`config.mk`:
```
export PLATFORM = sky130hd
export DESIGN_NAME = mem_stage
export DESIGN_NICKNAME = d
export VERILOG_FILES = /design/src/lc3b_pkg.sv /design/src/cc_unit.sv /design/src/mem_access_ctrl.sv /design/src/lane_steer.sv /design/src/mem_stage.sv
export VERILOG_INCLUDE_DIRS = /design/src /design/src/src
export SDC_FILE = /design/constraint.sdc
export NUM_CORES = 1
export LEC_CHECK = 0
export BUFFER_PORTS_ARGS = -buffer_cell sky130_fd_sc_hd__buf_2
export CORE_AREA = 10 10 140 142
export CTS_CLUSTER_DIAMETER = 40
export DETAILED_ROUTE_END_ITERATION = 7
export DIE_AREA = 0 0 150 152
export GPL_ROUTABILITY_DRIVEN = 1
export PLACE_DENSITY = 0.71
export SETUP_SLACK_MARGIN = 0.1
export SYNTH_ARGS = -nofsm -noshare
export SYNTH_HDL_FRONTEND = slang
export SYNTH_HIERARCHICAL = 1
export SYNTH_SLANG_ARGS = --single-unit
export TNS_END_PERCENT = 5
```
`constraint.sdc`:
```
create_clock -name clk -period 7.2 [get_ports clk]
set_input_delay 1.08 -clock clk [delete_from_list [all_inputs] [get_ports clk]]
set_output_delay 1.08 -clock clk [all_outputs]
set_load 0.03 [all_outputs]
```
`src/lc3b_defines.svh`:
```
`ifndef LC3B_DEFINES_SVH
`define LC3B_DEFINES_SVH

// Data word width in bits
`define LC3B_WORD_W 16

// One memory line is eight words
`define LC3B_LINE_W 128

// Depth of the data memory in lines
`define LC3B_MEM_LINES 64

// trapvect8 is a word index, so it becomes a byte address
`define LC3B_TRAP_SHIFT 1

`endif

```
`src/lc3b_pkg.sv`:
```
`include "lc3b_defines.svh"

package lc3b_pkg;

    typedef logic [`LC3B_WORD_W-1:0] lc3b_word;

    // Ordered n, z, p from msb to lsb
    typedef logic [2:0] lc3b_cc;

    typedef logic [`LC3B_LINE_W-1:0] lc3b_line;

    // One enable bit per byte of a line
    typedef logic [`LC3B_LINE_W/8-1:0] lc3b_sel;

    typedef enum logic [3:0] {
        op_br   = 4'b0000,
        op_add  = 4'b0001,
        op_ldb  = 4'b0010,
        op_stb  = 4'b0011,
        op_jsr  = 4'b0100,
        op_and  = 4'b0101,
        op_ldr  = 4'b0110,
        op_str  = 4'b0111,
        op_rti  = 4'b1000,
        op_not  = 4'b1001,
        op_ldi  = 4'b1010,
        op_sti  = 4'b1011,
        op_jmp  = 4'b1100,
        op_shf  = 4'b1101,
        op_lea  = 4'b1110,
        op_trap = 4'b1111
    } lc3b_opcode;

    typedef enum logic [1:0] {
        cc_src_pcn = 2'b00,
        cc_src_alu = 2'b01,
        cc_src_mdr = 2'b10,
        cc_src_sr2 = 2'b11
    } lc3b_cc_src;

    typedef enum logic [1:0] {
        addr_src_trap = 2'b00,
        addr_src_alu  = 2'b01,
        addr_src_mdr  = 2'b10
    } lc3b_addr_src;

    typedef enum logic {
        st_first    = 1'b0,
        st_indirect = 1'b1
    } lc3b_mem_state;

endpackage

```
`src/cc_unit.sv`:
```
`timescale 1ns/1ns

`include "lc3b_defines.svh"

module cc_unit
    import lc3b_pkg::*;
(
    input  logic       clk,
    input  logic       rst_n,
    input  logic       stall,
    input  lc3b_cc_src cc_src,
    input  logic       cc_load,
    input  logic       br_en_load,
    input  lc3b_word   pcn_in,
    input  lc3b_word   alu_in,
    input  lc3b_word   mdr_in,
    input  lc3b_word   sr2_in,
    input  lc3b_cc     nzp,
    output logic       br_en
);

    lc3b_word cc_word;
    lc3b_cc   cc_next;
    lc3b_cc   cc_reg;

    // Source word for the new condition code
    always_comb begin
        unique case (cc_src)
            cc_src_pcn: cc_word = pcn_in;
            cc_src_alu: cc_word = alu_in;
            cc_src_mdr: cc_word = mdr_in;
            cc_src_sr2: cc_word = sr2_in;
        endcase
    end

    // Sign bit wins over the zero test
    always_comb begin
        if (cc_word[`LC3B_WORD_W-1]) begin
            cc_next = 3'b100;
        end else if (cc_word == '0) begin
            cc_next = 3'b010;
        end else begin
            cc_next = 3'b001;
        end
    end

    always_ff @(posedge clk) begin
        if (!rst_n) begin
            cc_reg <= 3'b010;
        end else if (cc_load && !stall) begin
            cc_reg <= cc_next;
        end
    end

    always_ff @(posedge clk) begin
        if (!rst_n) begin
            br_en <= 1'b0;
        end else if (br_en_load && !stall) begin
            br_en <= |(cc_reg & nzp);
        end
    end

    // Exactly one of n, z, p is ever set
    a_cc_onehot: assert property (@(posedge clk) disable iff (!rst_n) $onehot(cc_reg));

endmodule

```
`src/mem_access_ctrl.sv`:
```
`timescale 1ns/1ns

module mem_access_ctrl
    import lc3b_pkg::*;
(
    input  logic         clk,
    input  logic         rst_n,
    input  lc3b_opcode   opcode,
    input  logic         data_memory_access,
    input  logic         ack,
    output lc3b_addr_src addr_src,
    output logic         we,
    output logic         mdr_load,
    output logic         request_stall
);

    lc3b_mem_state state;
    lc3b_mem_state state_next;
    logic          is_indirect;
    logic          is_store;
    logic          final_phase;

    assign is_indirect = (opcode == op_ldi) || (opcode == op_sti);
    assign is_store    = (opcode == op_str) || (opcode == op_stb);

    // Single accesses finish on their only ack
    assign final_phase = !is_indirect || (state == st_indirect);

    always_comb begin
        if (opcode == op_trap) begin
            addr_src = addr_src_trap;
        end else if (is_indirect && (state == st_indirect)) begin
            addr_src = addr_src_mdr;
        end else begin
            addr_src = addr_src_alu;
        end
    end

    // STI writes only once the pointer is known
    always_comb begin
        we = 1'b0;
        if (data_memory_access) begin
            if (is_store) begin
                we = 1'b1;
            end else if ((opcode == op_sti) && (state == st_indirect)) begin
                we = 1'b1;
            end
        end
    end

    assign mdr_load      = data_memory_access && ack && is_indirect && (state == st_first);
    assign request_stall = data_memory_access && !(ack && final_phase);

    always_comb begin
        state_next = state;
        if (!data_memory_access) begin
            state_next = st_first;
        end else if (ack) begin
            if ((state == st_first) && is_indirect) begin
                state_next = st_indirect;
            end else begin
                state_next = st_first;
            end
        end
    end

    // Advances even under stall since the pipeline waits on request_stall
    always_ff @(posedge clk) begin
        if (!rst_n) begin
            state <= st_first;
        end else begin
            state <= state_next;
        end
    end

    a_we_in_access: assert property (
        @(posedge clk) disable iff (!rst_n) we |-> data_memory_access
    );

    a_indirect_in_access: assert property (
        @(posedge clk) disable iff (!rst_n) (state == st_indirect) |-> data_memory_access
    );

endmodule

```
`src/lane_steer.sv`:
```
`timescale 1ns/1ns

module lane_steer
    import lc3b_pkg::*;
(
    input  logic       word_align,
    input  logic [3:0] addr_low,
    input  lc3b_word   sr2_in,
    input  lc3b_line   dat_s,
    output lc3b_sel    sel,
    output lc3b_line   dat_m,
    output lc3b_word   mdr_out
);

    logic [2:0] slot;

    // Word slot within the line
    assign slot = addr_low[3:1];

    // Byte enables
    always_comb begin
        sel = '0;
        if (word_align) begin
            sel[slot*2 +: 2] = 2'b11;
        end else if (addr_low[0]) begin
            sel[slot*2 +: 2] = 2'b10;
        end else begin
            sel[slot*2 +: 2] = 2'b01;
        end
    end

    // Store data placed in its lane
    always_comb begin
        dat_m = '0;
        if (word_align) begin
            dat_m[slot*16 +: 16] = sr2_in;
        end else if (addr_low[0]) begin
            dat_m[slot*16 +: 16] = {sr2_in[7:0], 8'h00};
        end else begin
            dat_m[slot*16 +: 16] = {8'h00, sr2_in[7:0]};
        end
    end

    // Byte loads come back zero extended
    always_comb begin
        mdr_out = '0;
        if (word_align) begin
            mdr_out = dat_s[slot*16 +: 16];
        end else begin
            mdr_out[7:0] = dat_s[addr_low*8 +: 8];
        end
    end

endmodule

```
`src/mem_stage.sv`:
```
`timescale 1ns/1ns

`include "lc3b_defines.svh"

module mem_stage
    import lc3b_pkg::*;
(
    input  logic       clk,
    input  logic       rst_n,
    input  logic       stall,
    input  lc3b_opcode opcode,
    input  lc3b_cc_src cc_src,
    input  logic       cc_load,
    input  logic       br_en_load,
    input  logic       data_memory_access,
    input  logic       word_align,
    input  lc3b_word   alu_in,
    input  lc3b_word   ir_in,
    input  lc3b_word   pcn_in,
    input  lc3b_word   sr2_in,
    output logic       br_en,
    output lc3b_word   mdr_out,
    output logic       request_stall,
    output logic       cyc,
    output logic       stb,
    output logic       we,
    output logic [11:0] adr,
    output lc3b_sel    sel,
    output lc3b_line   dat_m,
    input  logic       ack,
    input  lc3b_line   dat_s
);

    lc3b_addr_src addr_src;
    logic         mdr_load;
    lc3b_word     internal_mdr;
    lc3b_word     trap_vect;
    lc3b_word     data_addr;

    assign trap_vect = lc3b_word'(ir_in[7:0]) << `LC3B_TRAP_SHIFT;

    always_comb begin
        case (addr_src)
            addr_src_trap: data_addr = trap_vect;
            addr_src_mdr:  data_addr = internal_mdr;
            default:       data_addr = alu_in;
        endcase
    end

    // Line address from bits 15 to 4 while the low nibble picks the lane
    assign adr = data_addr[15:4];
    assign cyc = data_memory_access;
    assign stb = data_memory_access;

    // Holds the pointer between the two phases of LDI and STI
    always_ff @(posedge clk) begin
        if (!rst_n) begin
            internal_mdr <= '0;
        end else if (mdr_load && !stall) begin
            internal_mdr <= mdr_out;
        end
    end

    cc_unit u_cc_unit (
        .clk        (clk),
        .rst_n      (rst_n),
        .stall      (stall),
        .cc_src     (cc_src),
        .cc_load    (cc_load),
        .br_en_load (br_en_load),
        .pcn_in     (pcn_in),
        .alu_in     (alu_in),
        .mdr_in     (mdr_out),
        .sr2_in     (sr2_in),
        .nzp        (ir_in[11:9]),
        .br_en      (br_en)
    );

    mem_access_ctrl u_mem_access_ctrl (
        .clk                (clk),
        .rst_n              (rst_n),
        .opcode             (opcode),
        .data_memory_access (data_memory_access),
        .ack                (ack),
        .addr_src           (addr_src),
        .we                 (we),
        .mdr_load           (mdr_load),
        .request_stall      (request_stall)
    );

    lane_steer u_lane_steer (
        .word_align (word_align),
        .addr_low   (data_addr[3:0]),
        .sr2_in     (sr2_in),
        .dat_s      (dat_s),
        .sel        (sel),
        .dat_m      (dat_m),
        .mdr_out    (mdr_out)
    );

endmodule

```
==> results.rst, run 1 <==
.. list-table::
   :header-rows: 1

   * - Metric
     - Value
   * - Result of the run
     - finished, final reports clean
   * - Slew @ Worst Pin
     - 1.08 ns
   * - CTS Buffer Depth
     - 2
   * - Buffers inserted by post-CTS timing repair
     - 0
   * - Crit path buffers/inverters
     - 3
   * - Setup repair after global routing missed its margin
     - false
   * - Fin. max-slew vios
     - 0
   * - Setup ws final
     - 1.31 ns
   * - Share of the clock period used by the worst path
     - 0.818
   * - Worst IR drop on VDD
     - 0.0701 mV
   * - Max Clock Skew
     - 0.00284 ns
   * - Top area cells in the synthesized netlist
     - sky130_fd_sc_hd__mux4_2 (19%), sky130_fd_sc_hd__mux4_1 (13%), sky130_fd_sc_hd__dfxtp_1 (8.5%), sky130_fd_sc_hd__and2_1 (8.3%), sky130_fd_sc_hd__nor2_1 (6.3%)
   * - PwrDens
     - 98.8 nW/um2
   * - Ranking of synthesized cells by instance count
     - sky130_fd_sc_hd__nor2_1 (83), sky130_fd_sc_hd__nand2_1 (72), sky130_fd_sc_hd__and2_1 (65)
   * - Detailed-routing iteration count for the pre-antenna-repair pass
     - 5
   * - First-pass GRT wire length
     - 35.8 mm
   * - Routed vias
     - 5,860
   * - Hold WC Path Type
     - register to register
   * - Total of max-cap violations
     - 0
   * - Number of enable-type register cells in the synthesized netlist
     - 0
   * - Std cell rows
     - 48
   * - Floorplan Core Area
     - 16,900 um2
   * - Total length of routed wires
     - 24.4 mm
   * - Worst-skew pair later-pin latency
     - 0.25 ns
   * - Mean instance size in the synthesized netlist
     - 8.73 um2
   * - Slowest stage cell on the critical path
     - sky130_fd_sc_hd__a21o_1
   * - Via count of the first global-routing pass
     - 5,860
   * - Num CTS Buffers
     - 3
   * - Gate Count Post-Synth
     - 564
   * - Buffer cell driving the clock tree root
     - sky130_fd_sc_hd__clkbuf_16
   * - Post-synthesis cell type with the largest combined area
     - sky130_fd_sc_hd__mux4_2
   * - Number of register bits inferred by synthesis
     - 21
   * - Maximum single-stage delay on the critical path
     - 0.83 ns
   * - Overall fraction of global-route tracks in use
     - 0.198
   * - Worst setup slack before clock tree synthesis
     - 1.33 ns
   * - DRC
     - 0
   * - Max reg flops
     - 16
   * - Average vias per placed instance
     - 5.20
   * - Antenna cells
     - 0
   * - Number of nets at the end of the flow
     - 1,111
   * - HPWL reported at the end of detailed placement
     - 20.8 mm
   * - Crit path capture type
     - output pin
   * - Post-synthesis async set-or-reset flop share
     - 0
   * - Critical path data arrival time
     - 4.81 ns
   * - Floorplan die height
     - 152 um
   * - Standby leakage power
     - 3.34 nW
   * - Time the final worst path needs with I/O delays and setup
     - 5.89 ns
   * - Dominant cell by count in the synthesized netlist
     - sky130_fd_sc_hd__nor2_1
   * - Net count after synthesis
     - 773
   * - Critical path, cell by cell
     - buf_2 > nand2b_2 > a21o_1 > nand2_1 > o21ai_4 > inv_2 > ha_1 > ha_1 > nor2b_1 > nand3_2 > nor3_2 > and2_1 > buf_2
   * - Fin. Hold Viols
     - 0
   * - Number of levels in the clock H-tree
     - 1
   * - Synth-to-layout area growth
     - 39.5%
   * - Sinks on the clock net
     - 21
   * - Final weighted congestion of routability-driven global placement
     - 0.902
   * - Clock input transition at the sequential cells of the worst setup and hold paths
     - 0.06 ns
   * - Kind of critical path
     - input pin to output pin
   * - Post-CTS Resized
     - 0
   * - Headroom to the max-slew limit
     - 0.279
   * - Final setup fails
     - 0
   * - Total Die Area
     - 22,800 um2
   * - Syn Std Cell Area
     - 4930 um2
   * - Proportion of layout cells with a drive suffix above 1
     - 0.546
   * - Worst EP required
     - 6.12 ns
   * - Cell area after placement
     - 6790 um2
   * - Hold Buf Count CTS
     - 0
   * - CTS tree
     - done
   * - Element type at the critical path start
     - input pin
   * - Iteration-0 DRC Markers
     - 326
   * - Number of nets with antenna violations after routing
     - 0
   * - Leading register cell type out of synthesis
     - sky130_fd_sc_hd__dfxtp_1
   * - Netlist cell types
     - 61
   * - Initial antenna violation count
     - 1
   * - Total power draw
     - 0.679 mW
   * - Overflow left after global routing
     - 0
   * - Input/output buffers
     - 377
   * - I/O pin count
     - 383
   * - Final instance area
     - 6870 um2
   * - Highest clock rate
     - 170 MHz
   * - Post-synthesis sequential area ratio
     - 0.0853
   * - Warnings, synthesis
     - 6
   * - Floorplan die width
     - 150 um
   * - Post-synth top area share
     - 0.187
   * - Fin Setup TNS
     - 0 ns
   * - Largest net degree at the start of global routing
     - 67
   * - Crit-path max FO
     - 32
   * - Family with the most delay on the worst path
     - simple AND/OR/NAND/NOR gates
   * - Initial core utilization
     - 0.291
   * - Routed length per instance
     - 21.6 um
## cell usage in the layout (no fill, tap or decap), types with 3 or more instances in the layout
cell type	count
sky130_fd_sc_hd__buf_2	377
sky130_fd_sc_hd__nand3_2	3
sky130_fd_sc_hd__a211oi_1	8
sky130_fd_sc_hd__or3_4	5
sky130_fd_sc_hd__inv_1	4
sky130_fd_sc_hd__nor2b_1	12
sky130_fd_sc_hd__nand3_1	6
sky130_fd_sc_hd__buf_4	7
sky130_fd_sc_hd__nor3_1	13
sky130_fd_sc_hd__o22ai_1	8
sky130_fd_sc_hd__nand2_4	10
sky130_fd_sc_hd__or2_2	9
sky130_fd_sc_hd__a21oi_1	12
sky130_fd_sc_hd__ha_1	3
sky130_fd_sc_hd__a22oi_1	9
sky130_fd_sc_hd__a21boi_0	6
sky130_fd_sc_hd__nand2b_1	3
sky130_fd_sc_hd__mux2i_1	9
sky130_fd_sc_hd__or3_1	3
sky130_fd_sc_hd__and2_1	65
sky130_fd_sc_hd__a21boi_2	11
sky130_fd_sc_hd__clkbuf_16	3
sky130_fd_sc_hd__o21ai_4	3
sky130_fd_sc_hd__nor2_1	83
sky130_fd_sc_hd__mux4_1	24
sky130_fd_sc_hd__nand2_1	72
sky130_fd_sc_hd__o21ai_0	14
sky130_fd_sc_hd__mux4_2	41
sky130_fd_sc_hd__nor4_1	19
sky130_fd_sc_hd__dfxtp_1	21
## area by class of cell
class	count	area, um2
fillers	1768	10100
multi-input cells	484	4110
repair buffers	385	1960
flip-flops and latches	21	420
well taps	225	282
clock buffers	3	75.1
inverters	7	26.3
clock inverters	1	5.00
## kinds of logic (layout without fill, tap and decap cells)
kind of cell,Yosys count,in the layout,share of synthesized area
flops,21,21,0.0853
compound gates,82,82,0.119
simple gates,325,325,0.366
fa+ha+maj,3,3,0.00762
buf+inv,59,396,0.0889
mux,74,74,0.334
## where the power goes
group	total (mW)	switching [mW]	internal [mW]
sequential	0.120	0.00146	0.119
clock	0.116	0.0420	0.0745
combinational	0.442	0.265	0.177
total	0.679	0.309	0.370
## worst register-to-register path, stage by stage, from the launching register on
cell	delay, ns
sky130_fd_sc_hd__dfxtp_1	0.33
sky130_fd_sc_hd__nand2b_2	0.09
sky130_fd_sc_hd__a21o_1	0.83
sky130_fd_sc_hd__nand2_1	0.23
sky130_fd_sc_hd__o21ai_4	0.15
sky130_fd_sc_hd__buf_12	0.37
sky130_fd_sc_hd__mux4_1	0.67
sky130_fd_sc_hd__nor2b_1	0.14
sky130_fd_sc_hd__a211oi_1	0.21
sky130_fd_sc_hd__nor4_1	0.16
sky130_fd_sc_hd__nor4b_1	0.33
sky130_fd_sc_hd__nand3_1	0.18
sky130_fd_sc_hd__a22oi_1	0.31
sky130_fd_sc_hd__a2111oi_2	0.13
sky130_fd_sc_hd__a32o_1	0.22
## per-stage QoR
step	util	hold slack [ns]	cells
after floorplan	-	0.436	564
after global placement	0.401	0.451	1122
after detailed placement	0.401	0.451	1122
after CTS	0.406	0.459	1126
after global routing	0.406	0.477	1126
final	0.406	0.460	1126
## per-layer routing
| layer | global-route usage | vias up | wire length (um) |
|---|---|---|---|
| met4 | 0.0292 | 2 | 252 |
| met2 | 0.346 | 317 | 12100 |
| li1 | - | 2765 | - |
| met3 | 0.0541 | 23 | 2500 |
| met5 | 0 | - | 9 |
| met1 | 0.240 | 2753 | 9480 |
## worst paths after layout
path	from	endpoint	slack [ns]	depth (start not counted)
setup / recovery	opcode[2]	dat_m[65]	1.31	13
setup reg to reg	u_mem_access_ctrl/state$_SDFFE_PN0P_	u_cc_unit/cc_reg[0]$_SDFFE_PN0P_	2.76	14
hold / removal	u_cc_unit/cc_reg[2]$_SDFFE_PN0P_	u_cc_unit/cc_reg[2]$_SDFFE_PN0P_	0.46	2
hold reg to reg	u_cc_unit/cc_reg[2]$_SDFFE_PN0P_	u_cc_unit/cc_reg[2]$_SDFFE_PN0P_	0.46	2
Note: power is estimated with default switching activity, not from simulation.
==> inputs of run 2 (changes only) <==
--- a/config.mk
+++ b/config.mk
@@ -7,10 +7,10 @@
 export NUM_CORES = 1
 export LEC_CHECK = 0
 export BUFFER_PORTS_ARGS = -buffer_cell sky130_fd_sc_hd__buf_2
-export CORE_AREA = 10 10 140 142
+export CORE_AREA = 10 10 141 143
 export CTS_CLUSTER_DIAMETER = 40
 export DETAILED_ROUTE_END_ITERATION = 7
-export DIE_AREA = 0 0 150 152
+export DIE_AREA = 0 0 151 153
 export GPL_ROUTABILITY_DRIVEN = 1
 export PLACE_DENSITY = 0.71
 export SETUP_SLACK_MARGIN = 0.1
==> constraint.sdc (replaced) <==
create_clock -name clk -period 5.75 [get_ports clk]
set_input_delay 0.8625 -clock clk [delete_from_list [all_inputs] [get_ports clk]]
set_output_delay 0.8625 -clock clk [all_outputs]
set_load 0.03 [all_outputs]
==> run 2 against run 1 <==
Effect of this change: clock power increased by 30%; highest routed layer unchanged; design area increased by 0.96%; setup slack got worse by 0.54 ns; first-iteration DRC count decreased by 11%; largest power group unchanged; critical path type unchanged; wire length decreased by 0.18%.
==> results.rst, run 2 (synthesis gave the netlist of run 1 again) <==
.. list-table::
   :header-rows: 1

   * - Metric
     - Value
   * - Crit path buffers/inverters
     - 3 (unchanged)
   * - Total of max-cap violations
     - 0 (unchanged)
   * - Total length of routed wires
     - 24.3 mm (-0.18%)
   * - Hold Buf Count CTS
     - 0 (unchanged)
   * - Fin Setup TNS
     - 0 ns (unchanged)
   * - HPWL reported at the end of detailed placement
     - 21.0 mm (+1.0%)
   * - End of the worst register-to-register path
     - u_cc_unit/cc_reg[0]$_SDFFE_PN0P_
   * - Crit-path max FO
     - 16 (-50%)
   * - Synth-to-layout area growth
     - 40.9%
   * - Fin. max-slew vios
     - 0 (unchanged)
   * - Share of the clock period used by the worst path
     - 0.866
   * - Final Non-Filler Cells
     - 1,134 (+0.71%)
   * - Initial core utilization
     - 0.289 (-0.00205)
   * - Via count of the first global-routing pass
     - 6,007 (+2.5%)
   * - Hold WC Path Type
     - register to register
   * - Final weighted congestion of routability-driven global placement
     - 0.902 (about the same)
   * - Worst reg-to-reg path cell count
     - 14 (unchanged)
   * - Max Clock Skew
     - 0.00283 ns (-0.00000813 ns)
   * - Final-layout fill cell count
     - 1,753 (-0.85%)
   * - Routed vias
     - 5,873 (+0.22%)
   * - Number of levels in the clock H-tree
     - 1 (unchanged)
   * - Number of nets with antenna violations after routing
     - 0 (unchanged)
   * - Max reg flops
     - 16 (unchanged)
   * - Routed length per instance
     - 21.5 um (-0.89%)
   * - Clock input transition at the sequential cells of the worst setup and hold paths
     - 0.06 ns (about the same)
   * - Input/output buffers
     - 377 (unchanged)
   * - Critical path data arrival time
     - 4.11 ns (-0.70 ns)
   * - Post-CTS Resized
     - 0 (unchanged)
   * - Element type at the critical path start
     - input pin
   * - Sinks on the clock net
     - 21 (unchanged)
   * - Floorplan die width
     - 151 um (+0.67%)
   * - Origin of the worst min-delay path
     - u_cc_unit/cc_reg[2]$_SDFFE_PN0P_
   * - Fin. Hold Viols
     - 0 (unchanged)
   * - Total Die Area
     - 23,100 um2 (+1.3%)
   * - Kind of critical path
     - input pin to output pin
   * - Standby leakage power
     - 3.37 nW (+1.0%)
   * - Number of placed instances, taps included
     - 1,129 (+0.62%)
   * - Setup repair after global routing missed its margin
     - false
   * - PwrDens
     - 124 nW/um2 (+26%)
   * - CTS Buffer Depth
     - 2 (unchanged)
   * - Number of nets at the end of the flow
     - 1,118 (+0.63%)
   * - Worst EP required
     - 4.89 ns (-1.23 ns)
   * - Core Util, Final
     - 0.407 (+0.00103)
   * - DRC
     - 0 (unchanged)
   * - Floorplan Core Area
     - 17,100 um2 (+0.71%)
   * - Result of the run
     - finished, final reports clean
   * - Buffers inserted by post-CTS timing repair
     - 0 (unchanged)
   * - Slew @ Worst Pin
     - 0.969 ns (-0.113 ns)
   * - Slowest stage cell on the critical path
     - sky130_fd_sc_hd__a21o_1
   * - Headroom to the max-slew limit
     - 0.348 (+0.0691)
   * - Final setup fails
     - 0 (unchanged)
   * - First-pass GRT wire length
     - 35.9 mm (+0.44%)
   * - I/O pin count
     - 383 (unchanged)
   * - Num CTS Buffers
     - 3 (unchanged)
   * - Most common library cell in the layout ignoring fill and taps
     - sky130_fd_sc_hd__buf_2
   * - Floorplan die height
     - 153 um (+0.66%)
   * - Start of the worst register-to-register path
     - u_mem_access_ctrl/state$_SDFFE_PN0P_
   * - Critical path, cell by cell
     - buf_2 > nand2b_2 > a21o_1 > nand2_1 > o21ai_4 > inv_2 > ha_1 > ha_1 > nor2b_1 > nand3_2 > nor3_2 > and2_1 > buf_2
   * - Register-to-register setup slack
     - 1.76 ns (-1.00 ns)
   * - Detailed-routing iteration count for the pre-antenna-repair pass
     - 5 (unchanged)
   * - Overall fraction of global-route tracks in use
     - 0.195 (-0.00284)
   * - Crit path capture type
     - output pin
   * - Worst IR drop on VDD
     - 0.0965 mV (+38%)
   * - Initial antenna violation count
     - 3 (+2)
   * - Endpoint, Worst Hold
     - u_cc_unit/cc_reg[2]$_SDFFE_PN0P_
   * - Number of cells traversed by the worst hold path
     - 2 (unchanged)
   * - Largest net degree at the start of global routing
     - 51 (-24%)
   * - Time the final worst path needs with I/O delays and setup
     - 4.98 ns
   * - Highest clock rate
     - 201 MHz
   * - Maximum single-stage delay on the critical path
     - 0.48 ns (-0.35 ns)
   * - Buffer cell driving the clock tree root
     - sky130_fd_sc_hd__clkbuf_16
   * - Top library cells by usage in the layout, fill and taps aside
     - sky130_fd_sc_hd__buf_2 (377), sky130_fd_sc_hd__nor2_1 (83), sky130_fd_sc_hd__nand2_1 (72), sky130_fd_sc_hd__and2_1 (65), sky130_fd_sc_hd__mux4_2 (41)
   * - Std cell rows
     - 48 (unchanged)
   * - CTS tree
     - done
   * - Average vias per placed instance
     - 5.18 (-0.49%)
   * - Family with the most delay on the worst path
     - simple AND/OR/NAND/NOR gates
   * - Proportion of layout cells with a drive suffix above 1
     - 0.548 (+0.00240)
   * - Iteration-0 DRC Markers
     - 289 (-11%)
   * - Overflow left after global routing
     - 0 (unchanged)
   * - Worst-skew pair later-pin latency
     - 0.25 ns (about the same)
run 2: changes by cell type in the layout (fill, tap and decap cells not counted):
| cell | delta |
|---|---|
| sky130_fd_sc_hd__clkinv_2 | -1 |
| sky130_fd_sc_hd__buf_4 | +6 |
| sky130_fd_sc_hd__clkbuf_1 | +1 |
| sky130_fd_sc_hd__buf_12 | +1 |
| sky130_fd_sc_hd__diode_2 | +1 |
run 2: layer usage:
layer	routed length [um]	GRT usage	share of wire
met1	9770	0.243	0.40
met5	12	0	0.00049
met3	2400	0.0520	0.099
met2	12000	0.340	0.49
met4	156	0.0156	0.0064
run 2: final cells by class:
class                           instances  area (um2)  share of cell area
Timing Repair Buffer                  392        2020               0.292
Inverter                                7        26.3             0.00379
Clock buffer                            4        78.8              0.0114
Antenna cell                            1        2.50            0.000361
Multi-Input combinational cell        484        4110               0.592
Tap cell                              225         282              0.0406
Sequential cell                        21         420              0.0606
run 2: power by group:
| part | switching, mW | internal [mW] | leakage (nW) | total [mW] |
|---|---|---|---|---|
| clock network | 0.0566 | 0.0946 | 0.0382 | 0.151 |
| registers | 0.00187 | 0.148 | 0.170 | 0.150 |
| logic | 0.333 | 0.227 | 3.16 | 0.560 |
run 2: tightest hold or removal path: cells and delay by family, from the launching register on:
| kind | cells | cell delay, ns |
|---|---|---|
| AOI/OAI and AO/OA | 1 | 0.05 |
| and+or+nand+nor | 1 | 0.05 |
| DFF | 1 | 0.31 |
run 2: how the worst max path moves through the flow:
| stage | slack, ns | cells after the start | startpoint | endpoint |
|---|---|---|---|---|
| 6_report | 0.77 | 13 | opcode[2] | dat_m[64] |
| 4_1_cts | 0.79 | 13 | opcode[2] | dat_m[64] |
| 5_1_grt | 0.44 | 13 | opcode[2] | dat_m[67] |
| 2_1_floorplan | 0.62 | 13 | opcode[2] | dat_m[64] |
| 3_5_place_dp | 0.79 | 13 | opcode[2] | dat_m[64] |
| 3_3_place_gp | 0.88 | 13 | opcode[2] | mdr_out[4] |
run 2: per-stage QoR:
step,setup WS (ns),power [mW],hold slack (ns),instance area [um2]
finish,0.773,0.861,0.458,6940
global route,0.444,0.913,0.479,6940
CTS,0.786,0.866,0.458,6940
detailed placement,0.787,0.714,0.450,6860
global placement,0.877,0.709,0.443,6860
floorplan,0.621,0.516,0.436,4930
